**src/source/scc_bus_pkg.sv**
```systemverilog
// ----------------------------------------
// host bus view of the sound generator
// address map, register indices and bus types
// shared by the register file, tables and testbench
// ----------------------------------------
`default_nettype none

package scc_bus_pkg;

    // host bus widths
    typedef logic [7:0] bus_addr_t;
    typedef logic [7:0] bus_data_t;
    // sample slot inside one 32-entry wave table
    typedef logic [4:0] wave_index_t;

    // ADDR[7:5] regions
    localparam logic [2:0] REGION_WAVE_A = 3'd0;
    localparam logic [2:0] REGION_WAVE_B = 3'd1;
    localparam logic [2:0] REGION_WAVE_C = 3'd2;
    localparam logic [2:0] REGION_WAVE_D = 3'd3;
    localparam logic [2:0] REGION_CTRL   = 3'd4;
    localparam logic [2:0] REGION_WAVE_E = 3'd5;
    localparam logic [2:0] REGION_MODE   = 3'd6;

    // control register file indices
    // divider of channel n at 2n (low byte) and 2n+1 (high nibble)
    localparam int REG_DIV_L = 0;
    localparam int REG_VOL   = 10;
    localparam int REG_ENA   = 15;

    // mode register bits that matter
    localparam int MODE_BIT_4B = 0;
    localparam int MODE_BIT_8B = 1;

    // DOUT value while nobody reads
    localparam bus_data_t BUS_IDLE_DATA = 8'hFF;

endpackage

`default_nettype wire

```
**src/source/scc_audio_pkg.sv**
```systemverilog
// ----------------------------------------
// audio side types of the sound generator
// sample, volume, divider and mix widths
// ----------------------------------------
`default_nettype none

package scc_audio_pkg;

    // five wavetable channels
    localparam int CH_COUNT = 5;

    // signed wave sample, -128..127
    typedef logic signed [7:0] sample_t;

    // 4-bit channel volume, 0..15
    typedef logic [3:0] volume_t;

    // 12-bit period divider
    typedef logic [11:0] divider_t;

    // sample times volume, -1920..1905
    typedef logic signed [11:0] amp_t;

    // final mix, -600..595 with five channels
    typedef logic signed [10:0] sound_t;

    // lifts a signed 8-bit level into 0..255 before summing
    localparam int MIX_OFFSET = 128;

endpackage

`default_nettype wire

```
**src/source/scc_wave_table.sv**
```systemverilog
// ----------------------------------------
// one 32 x 8 wave memory
// the host bus and the playback counter share one port
// ----------------------------------------
`default_nettype none

module scc_wave_table (
    input  wire                           CLK,
    input  wire                           RESET_n,
    input  wire scc_bus_pkg::wave_index_t sample_index,
    input  wire scc_bus_pkg::wave_index_t bus_index,
    input  wire                           access,
    input  wire                           write,
    input  wire scc_bus_pkg::bus_data_t   wdata,
    output scc_audio_pkg::sample_t        wave_data
);

    scc_audio_pkg::sample_t   mem [32];
    scc_bus_pkg::wave_index_t addr;

    // bus wins the port for the cycle it is active
    assign addr = access ? bus_index : sample_index;

    always_ff @(posedge CLK) begin
        if (write) begin
            mem[addr] <= scc_audio_pkg::sample_t'(wdata);
        end
    end

    // registered read, feeds both the amp and the bus read mux
    always_ff @(posedge CLK or negedge RESET_n) begin
        if (!RESET_n) begin
            wave_data <= '0;
        end else begin
            wave_data <= mem[addr];
        end
    end

endmodule

`default_nettype wire

```
**src/source/scc_wave_counter.sv**
```systemverilog
// ----------------------------------------
// per-channel period counter
// steps the sample index once per divider period
// restarts when the channel enable rises
// ----------------------------------------
`default_nettype none

module scc_wave_counter (
    input  wire                          CLK,
    input  wire                          RESET_n,
    input  wire                          CLK_EN,
    input  wire                          mode_4b,
    input  wire                          mode_8b,
    input  wire                          enable,
    input  wire scc_audio_pkg::divider_t divider,
    output scc_bus_pkg::wave_index_t     sample_index
);

    scc_audio_pkg::divider_t div_eff;
    scc_audio_pkg::divider_t count;
    logic                    enable_q;
    logic                    restart;

    // 8-bit mode has priority over 4-bit mode
    always_comb begin
        if (mode_8b) begin
            div_eff = {4'h0, divider[7:0]};
        end else if (mode_4b) begin
            div_eff = {8'h00, divider[11:8]};
        end else begin
            div_eff = divider;
        end
    end

    // enable history only moves on CLK_EN
    always_ff @(posedge CLK or negedge RESET_n) begin
        if (!RESET_n) begin
            enable_q <= 1'b0;
        end else if (CLK_EN) begin
            enable_q <= enable;
        end
    end

    assign restart = CLK_EN && enable && !enable_q;

    always_ff @(posedge CLK or negedge RESET_n) begin
        if (!RESET_n) begin
            count        <= '0;
            sample_index <= '0;
        end else if (restart) begin
            count        <= '0;
            sample_index <= '0;
        end else if (CLK_EN) begin
            // >= so a shrinking divider cannot strand the count
            if (count >= div_eff) begin
                count        <= '0;
                sample_index <= sample_index + 5'd1;
            end else begin
                count <= count + 12'd1;
            end
        end
    end

endmodule

`default_nettype wire

```
**src/source/scc_volume_amp.sv**
```systemverilog
// ----------------------------------------
// signed sample times 4-bit volume
// two register stages, magnitude multiply by shift and add
// ----------------------------------------
`default_nettype none

module scc_volume_amp (
    input  wire                         CLK,
    input  wire                         RESET_n,
    input  wire scc_audio_pkg::sample_t sample,
    input  wire scc_audio_pkg::volume_t volume,
    output scc_audio_pkg::amp_t         amp
);

    logic        sign_q;
    logic [7:0]  mag_q;
    logic [11:0] prod;

    // stage 1, split into sign and magnitude
    // magnitude of -128 still fits 8 unsigned bits
    always_ff @(posedge CLK or negedge RESET_n) begin
        if (!RESET_n) begin
            sign_q <= 1'b0;
            mag_q  <= '0;
        end else begin
            sign_q <= sample[7];
            mag_q  <= sample[7] ? 8'(-sample) : 8'(sample);
        end
    end

    // one shifted partial product per volume bit
    always_comb begin
        prod = '0;
        for (int b = 0; b < $bits(scc_audio_pkg::volume_t); b++) begin
            if (volume[b]) begin
                prod = prod + (12'(mag_q) << b);
            end
        end
    end

    // stage 2, put the sign back
    always_ff @(posedge CLK or negedge RESET_n) begin
        if (!RESET_n) begin
            amp <= '0;
        end else if (sign_q) begin
            amp <= scc_audio_pkg::amp_t'(~prod + 12'd1);
        end else begin
            amp <= scc_audio_pkg::amp_t'(prod);
        end
    end

endmodule

`default_nettype wire

```
**src/source/scc_mixer.sv**
```systemverilog
// ----------------------------------------
// channel mixer
// gates, offsets and sums the channel amps into Sound
// ----------------------------------------
`default_nettype none

module scc_mixer #(
    parameter int CH_COUNT = 5
) (
    input  wire                      CLK,
    input  wire                      RESET_n,
    input  wire [CH_COUNT-1:0]       channel_enable,
    input  wire scc_audio_pkg::amp_t amp [CH_COUNT],
    output scc_audio_pkg::sound_t    Sound
);

    logic [7:0] level [CH_COUNT];
    int         mix_sum;

    // upper 8 bits of the product, moved to unsigned 0..255
    // a disabled channel sits at the midpoint
    always_comb begin
        for (int ch = 0; ch < CH_COUNT; ch++) begin
            if (channel_enable[ch]) begin
                level[ch] = amp[ch][11:4] + 8'(scc_audio_pkg::MIX_OFFSET);
            end else begin
                level[ch] = 8'(scc_audio_pkg::MIX_OFFSET);
            end
        end
    end

    always_comb begin
        mix_sum = 0;
        for (int ch = 0; ch < CH_COUNT; ch++) begin
            mix_sum = mix_sum + int'(level[ch]);
        end
    end

    // remove the offsets again, all channels idle gives 0
    always_ff @(posedge CLK or negedge RESET_n) begin
        if (!RESET_n) begin
            Sound <= '0;
        end else begin
            Sound <= scc_audio_pkg::sound_t'(mix_sum - scc_audio_pkg::MIX_OFFSET * CH_COUNT);
        end
    end

    // amp range -1920..1905 keeps every level in 8..247
    // so five channels give -600..595
    a_sound_range : assert property (
        @(posedge CLK) disable iff (!RESET_n)
        (Sound >= -120 * CH_COUNT) && (Sound <= 119 * CH_COUNT)
    );

endmodule

`default_nettype wire

```
**src/source/scc_bus_regs.sv**
```systemverilog
// ----------------------------------------
// host bus register file and decode
// holds 16 control registers and the mode register
// drives DOUT/BUSDIR_n and the wave table strobes
// ----------------------------------------
`default_nettype none

module scc_bus_regs (
    input  wire                         CLK,
    input  wire                         RESET_n,
    input  wire scc_bus_pkg::bus_addr_t ADDR,
    input  wire                         CS_n,
    input  wire                         RD_n,
    input  wire                         WR_n,
    input  wire scc_bus_pkg::bus_data_t DIN,
    input  wire scc_audio_pkg::sample_t wave_data [scc_audio_pkg::CH_COUNT],
    output scc_bus_pkg::bus_data_t      DOUT,
    output logic                        BUSDIR_n,
    output logic [4:0]                  wave_access,
    output logic [4:0]                  wave_write,
    output scc_audio_pkg::divider_t     divider [scc_audio_pkg::CH_COUNT],
    output scc_audio_pkg::volume_t      volume [scc_audio_pkg::CH_COUNT],
    output logic [4:0]                  channel_enable,
    output logic                        mode_4b,
    output logic                        mode_8b
);

    // region of each wave table, channel order A..E
    localparam logic [2:0] WAVE_REGION [5] = '{
        scc_bus_pkg::REGION_WAVE_A,
        scc_bus_pkg::REGION_WAVE_B,
        scc_bus_pkg::REGION_WAVE_C,
        scc_bus_pkg::REGION_WAVE_D,
        scc_bus_pkg::REGION_WAVE_E
    };

    logic [2:0]             region;
    scc_bus_pkg::bus_data_t ctrl_regs [16];
    scc_bus_pkg::bus_data_t mode_reg;

    assign region = ADDR[7:5];

    // host writes, any cycle with CS_n and WR_n low
    always_ff @(posedge CLK or negedge RESET_n) begin
        if (!RESET_n) begin
            for (int i = 0; i < 16; i++) begin
                ctrl_regs[i] <= '0;
            end
            mode_reg <= '0;
        end else if (!CS_n && !WR_n) begin
            if (region == scc_bus_pkg::REGION_CTRL) begin
                ctrl_regs[ADDR[3:0]] <= DIN;
            end else if (region == scc_bus_pkg::REGION_MODE) begin
                mode_reg <= DIN;
            end
        end
    end

    // registered read mux
    // wave tables land a cycle later since their output is registered too
    always_ff @(posedge CLK or negedge RESET_n) begin
        if (!RESET_n) begin
            DOUT     <= scc_bus_pkg::BUS_IDLE_DATA;
            BUSDIR_n <= 1'b1;
        end else if (CS_n || RD_n) begin
            DOUT     <= scc_bus_pkg::BUS_IDLE_DATA;
            BUSDIR_n <= 1'b1;
        end else begin
            BUSDIR_n <= 1'b0;
            case (region)
                scc_bus_pkg::REGION_WAVE_A: DOUT <= scc_bus_pkg::bus_data_t'(wave_data[0]);
                scc_bus_pkg::REGION_WAVE_B: DOUT <= scc_bus_pkg::bus_data_t'(wave_data[1]);
                scc_bus_pkg::REGION_WAVE_C: DOUT <= scc_bus_pkg::bus_data_t'(wave_data[2]);
                scc_bus_pkg::REGION_WAVE_D: DOUT <= scc_bus_pkg::bus_data_t'(wave_data[3]);
                scc_bus_pkg::REGION_CTRL:   DOUT <= ctrl_regs[ADDR[3:0]];
                scc_bus_pkg::REGION_WAVE_E: DOUT <= scc_bus_pkg::bus_data_t'(wave_data[4]);
                scc_bus_pkg::REGION_MODE:   DOUT <= mode_reg;
                default:                    DOUT <= scc_bus_pkg::BUS_IDLE_DATA;
            endcase
        end
    end

    // per-channel strobes and register fields
    always_comb begin
        for (int ch = 0; ch < scc_audio_pkg::CH_COUNT; ch++) begin
            wave_access[ch] = !CS_n && (!RD_n || !WR_n) && (region == WAVE_REGION[ch]);
            wave_write[ch]  = wave_access[ch] && !WR_n;
            // high nibble register only contributes its low 4 bits
            divider[ch] = {ctrl_regs[scc_bus_pkg::REG_DIV_L + 2 * ch + 1][3:0],
                           ctrl_regs[scc_bus_pkg::REG_DIV_L + 2 * ch]};
            volume[ch]  = ctrl_regs[scc_bus_pkg::REG_VOL + ch][3:0];
        end
    end

    assign channel_enable = ctrl_regs[scc_bus_pkg::REG_ENA][4:0];
    assign mode_4b        = mode_reg[scc_bus_pkg::MODE_BIT_4B];
    assign mode_8b        = mode_reg[scc_bus_pkg::MODE_BIT_8B];

    // a host cycle is a read or a write, never both
    a_rd_wr_exclusive : assert property (
        @(posedge CLK) disable iff (!RESET_n) !CS_n |-> (RD_n || WR_n)
    );

endmodule

`default_nettype wire

```
**src/source/scc_top.sv**
```systemverilog
// ----------------------------------------
// top of the five-channel wavetable generator
// host bus in, DOUT/BUSDIR_n and Sound out
// ----------------------------------------
`default_nettype none

module scc_top (
    input  wire                       CLK,
    input  wire                       RESET_n,
    input  wire                       CLK_EN,
    input  wire scc_bus_pkg::bus_addr_t ADDR,
    input  wire                       CS_n,
    input  wire                       RD_n,
    input  wire                       WR_n,
    input  wire scc_bus_pkg::bus_data_t DIN,
    output wire scc_bus_pkg::bus_data_t DOUT,
    output wire                       BUSDIR_n,
    output wire scc_audio_pkg::sound_t  Sound
);

    // bus side strobes, one bit per table
    logic [4:0] wave_access;
    logic [4:0] wave_write;

    // register file outputs
    scc_audio_pkg::divider_t divider [scc_audio_pkg::CH_COUNT];
    scc_audio_pkg::volume_t  volume [scc_audio_pkg::CH_COUNT];
    logic [4:0]              channel_enable;
    logic                    mode_4b;
    logic                    mode_8b;

    // per-channel audio path
    scc_audio_pkg::sample_t   wave_data [scc_audio_pkg::CH_COUNT];
    scc_bus_pkg::wave_index_t sample_index [scc_audio_pkg::CH_COUNT];
    scc_audio_pkg::amp_t      amp [scc_audio_pkg::CH_COUNT];

    scc_bus_regs u_bus_regs (
        .CLK            (CLK),
        .RESET_n        (RESET_n),
        .ADDR           (ADDR),
        .CS_n           (CS_n),
        .RD_n           (RD_n),
        .WR_n           (WR_n),
        .DIN            (DIN),
        .wave_data      (wave_data),
        .DOUT           (DOUT),
        .BUSDIR_n       (BUSDIR_n),
        .wave_access    (wave_access),
        .wave_write     (wave_write),
        .divider        (divider),
        .volume         (volume),
        .channel_enable (channel_enable),
        .mode_4b        (mode_4b),
        .mode_8b        (mode_8b)
    );

    for (genvar ch = 0; ch < scc_audio_pkg::CH_COUNT; ch++) begin : g_channel
        // table address comes from ADDR[4:0] during a bus access
        scc_wave_table u_table (
            .CLK          (CLK),
            .RESET_n      (RESET_n),
            .sample_index (sample_index[ch]),
            .bus_index    (ADDR[4:0]),
            .access       (wave_access[ch]),
            .write        (wave_write[ch]),
            .wdata        (DIN),
            .wave_data    (wave_data[ch])
        );

        scc_wave_counter u_counter (
            .CLK          (CLK),
            .RESET_n      (RESET_n),
            .CLK_EN       (CLK_EN),
            .mode_4b      (mode_4b),
            .mode_8b      (mode_8b),
            .enable       (channel_enable[ch]),
            .divider      (divider[ch]),
            .sample_index (sample_index[ch])
        );

        scc_volume_amp u_amp (
            .CLK     (CLK),
            .RESET_n (RESET_n),
            .sample  (wave_data[ch]),
            .volume  (volume[ch]),
            .amp     (amp[ch])
        );
    end

    scc_mixer #(
        .CH_COUNT (scc_audio_pkg::CH_COUNT)
    ) u_mixer (
        .CLK            (CLK),
        .RESET_n        (RESET_n),
        .channel_enable (channel_enable),
        .amp            (amp),
        .Sound          (Sound)
    );

endmodule

`default_nettype wire

```
**config.mk**
```make
export PLATFORM = sky130hd
export DESIGN_NAME = scc_top
export DESIGN_NICKNAME = d
export VERILOG_FILES = /design/src/source/scc_bus_pkg.sv /design/src/source/scc_audio_pkg.sv /design/src/source/scc_wave_table.sv /design/src/source/scc_wave_counter.sv /design/src/source/scc_volume_amp.sv /design/src/source/scc_mixer.sv /design/src/source/scc_bus_regs.sv /design/src/source/scc_top.sv
export SDC_FILE = /design/constraint.sdc
export NUM_CORES = 2
export LEC_CHECK = 0
export BUFFER_PORTS_ARGS = -buffer_cell sky130_fd_sc_hd__buf_2
export CAP_MARGIN = 0
export CORE_MARGIN = 2
export CORE_UTILIZATION = 45
export DETAILED_ROUTE_END_ITERATION = 6
export MAX_ROUTING_LAYER = met4
export PLACE_DENSITY = 0.59
export SLEW_MARGIN = 10
export SYNTH_ARGS = -nofsm -noshare
export SYNTH_HDL_FRONTEND = slang
export SYNTH_SLANG_ARGS = --single-unit
```
**constraint.sdc**
```tcl
create_clock -name CLK -period 6.5 [get_ports CLK]
set_input_delay 0.325 -clock CLK [delete_from_list [all_inputs] [get_ports CLK]]
set_output_delay 0.325 -clock CLK [all_outputs]
set_load 0.005 [all_outputs]
```
==> flow_summary.yaml <==
synthesis:
  synth_most_common_cell: "edfxtp_1"
  synth_top_family_by_area: "multiplexers"
  syn_nets: 5263
  synth_top_area_frac: 0.507
  synth_cell_types: 111
  ys_top_cells_by_count: "edfxtp_1 (1280), nor2_1 (371), dfrtp_1 (362)"
  synth_compound_gate_area_share: 0.0703
  synth-xor-area-share: 0.0208
  syn_area_per_cell_um2: 15.2
  synth_mux_area_frac: 0.137
  synth_top_area_cell: "edfxtp_1"
  synth-edff-count: 1280
  synth-seq-cells: 1651
  syn_inst: 4987
  synthTopCellsByArea: "edfxtp_1 (51%), dfrtp_1 (12%), mux4_2 (10%)"
  synthSimpleGateAreaFrac: 0.0761
  ys.warnings.count: 0
  synth_area_mm2: 0.0758
  synthAdderAreaFrac: 0.0451
  synthFlopType: "edfxtp_1"
  async_flop_share: 0.225
  ys_seq_area_frac: 0.630
grt:
  overflow: 0
  grt_pass1_wl_um: 276000
  grt_max_degree: 163
  grt_pass1_vias: 43300
  antenna_found_initial: 8
  track_usage: 0.219
power:
  pwr-share-comb: 0.347
  p_int_uw: 23100
  clockPowerShare: 0.284
  switching_share: 0.342
  power.switching_uw: 12000
  peakVddDrop_mv: 0.303
  p_seq_frac: 0.369
  p_leak_uw: 0.0303
  powerDensity_mw_per_mm2: 416
detailed_routing:
  wl_um: 183000
  vias: 43300
  via_per_inst: 5.83
  drc: 0
  ant_nets: 0
  routedWlPerCell_um: 24.6
  drt_iter0_markers: 4104
  drt_first_pass_iters: 5
setup_path:
  start_kind: "flop"
  cp_max_fo: 13
  slowest_delay_ns: 0.59
  critPathTopFamily: "compound AO/OA/AOI/OAI gates"
  cp_common_cell: "ha_1"
  cpMaxStageDelayCell: "dfrtp_1"
  worstSetupEndpointType: "flop"
  critPathKind: "reg -> reg"
  cp_cell_sequence: "and2_1 -> ha_1 -> inv_1 -> fa_1 -> nand3b_1 -> a32oi_1 -> a31oi_1 -> xor2_1 -> o21ai_0 -> ha_1 -> nand2_1 -> o221ai_1 -> a2111oi_0 -> o311ai_1 -> ha_1 -> or2_2 -> o311a_1 -> a221o_1 -> nor2_1 -> nand3_1 -> a2111o_1 -> o211ai_1"
  path_buf_inv: 1
  critPathRequiredTime_ns: 7.24
  arrival_ns: 6.72
placed_design:
  dp_worst_setup_slack_ns: 0.573
  port_buffers: 41
  dp_hpwl_um: 119000
  gp_congestion: 0.866
sta:
  period_minus_slack_ns: 5.99
  hold_viol_final: 0
  worst_pin_slew_ns: 1.13
  max_freq_mhz: 167
  drv_slew: 0
  fin_ws_ns: 0.513
  fin_skew_ns: 0.0524
  finalCritPeriodShare: 0.921
  rsz0062_at_grt: "no"
  setup_viol: 0
  max-slew-margin-rel: 0.249
  setup_tns_ns: 0
clock_network:
  htree_num_levels: 4
  post_cts_resized: 0
  clk_latency_ns: 0.83
  cts_setup_buffers: 0
  cts_buffers: 174
  cts_sinks: 1651
  cts_tree: "built"
  cts.path.max_buffers: 3
  path_clk_slew_ns: 0.06
  cts-root-buf: "clkbuf_16"
min_path:
  hp-class: "in -> reg"
status:
  status: "finished, final reports clean"
floorplan:
  core_mm2: 0.167
  die_h_um: 414
  pin_count: 42
  die_area_mm2: 0.172
  dieWidth_um: 414
  placementRows: 150
  initial_core_util: 0.453
cells_and_area:
  fin_util: 0.503
  final_nets: 5348
  fillers: 14000
  layout-drive-gt1-share: 0.177
  area_growth_pct: 11.0
  largest_register_ffs: 1280
  largest-register: "g_channel.u_table.mem"
run:
  cap_violations: 0
## cell families (layout without fill, tap and decap cells)
kind of cell	count (synthesis)	in the layout
flops	1651	1651
simple gates	1202	1202
compound gates	775	775
mux	582	582
buf+inv	343	576
fa+ha+maj	254	254
xor+xnor	180	180
other cells	0	7
## what timing repair did
item                       4_1_cts  5_1_grt
hold buffers                     7        0
setup endpoints to repair        0        0
hold endpoints to repair       161        0
## cell usage in the layout (no fill, tap or decap), drive strengths merged, types with 52 or more instances in the layout
master / Yosys / final
a21o: 52 / 52
a21oi: 126 / 126
a22oi: 133 / 133
and2: 81 / 81
buf: 102 / 100
clkbuf: 96 / 218
clkinv: 4 / 81
dfrtp: 362 / 362
edfxtp: 1280 / 1280
ha: 222 / 222
inv: 141 / 150
mux2: 154 / 154
mux2i: 83 / 83
mux4: 345 / 345
nand2: 334 / 334
nand3: 86 / 86
nor2: 374 / 374
o21ai: 174 / 174
xnor2: 111 / 111
xor2: 69 / 69
## power by group through the flow
stage	sequential, µW	clock, µW	combinational [µW]
4_1_cts	12900	10100	12200
5_1_grt	13000	10500	13400
3_5_place_dp	13200	0	12200
6_report	12900	9930	12200
3_3_place_gp	13100	0	12000
2_1_floorplan	12700	0	9370
## path summary, 6_finish.rpt
path	slack, ns	to	cells past startpoint	startpoint
hold reg to reg	0.47	g_channel[1].u_amp.mag_q[0]$_DFF_PN0_	0	g_channel[1].u_table.wave_data[0]$_DFF_PN0_
max in group asynchronous	5.00	g_channel[3].u_counter.count[8]$_DFFE_PN0P_	3	RESET_n
setup / recovery	0.51	g_channel[2].u_amp.amp[11]$_DFF_PN0_	22	u_bus_regs.volume[8]$_DFFE_PN0P_
setup reg to reg	0.51	g_channel[2].u_amp.amp[11]$_DFF_PN0_	22	u_bus_regs.volume[8]$_DFFE_PN0P_
hold / removal	0.07	g_channel[4].u_table.mem[29][3]$_DFFE_PP_	1	DIN[3]
min in group asynchronous	0.12	g_channel[2].u_table.wave_data[7]$_DFF_PN0_	2	RESET_n
## area by class of cell
class / instances / area [µm²] / area share
antenna: 7 / 17.5 / 0.000208
clock inverter: 106 / 1150 / 0.0136
clock buffer: 218 / 4570 / 0.0543
timing repair buffer: 107 / 843 / 0.0100
multi-input combinational: 2993 / 26600 / 0.316
inverter: 145 / 546 / 0.00648
sequential: 1651 / 47700 / 0.567
tap: 2204 / 2760 / 0.0328
## routing by layer
layer | global-route usage | vias to the layer above | routed length [µm]
met3 | 0.0403 | 292 | 11300
met4 | 0.0771 | 0 | 6170
met1 | 0.301 | 22200 | 80700
met2 | 0.329 | 1213 | 84800
li1 | - | 19600 | -
met5 | - | - | 0
## stage by stage
stage / hold WS [ns] / power [µW] / std cells / cell area (µm²)
after floorplan: 0.0294 / 22000 / 4987 / 75800
after detailed placement: 0.402 / 25300 / 7093 / 78400
final: 0.0740 / 35000 / 7431 / 84200
after global routing: 0.0801 / 37000 / 7427 / 84200
after CTS: 0.0140 / 35300 / 7424 / 84200
after global placement: 0.393 / 25200 / 7093 / 78400
Power figures use the tool's default switching activity.
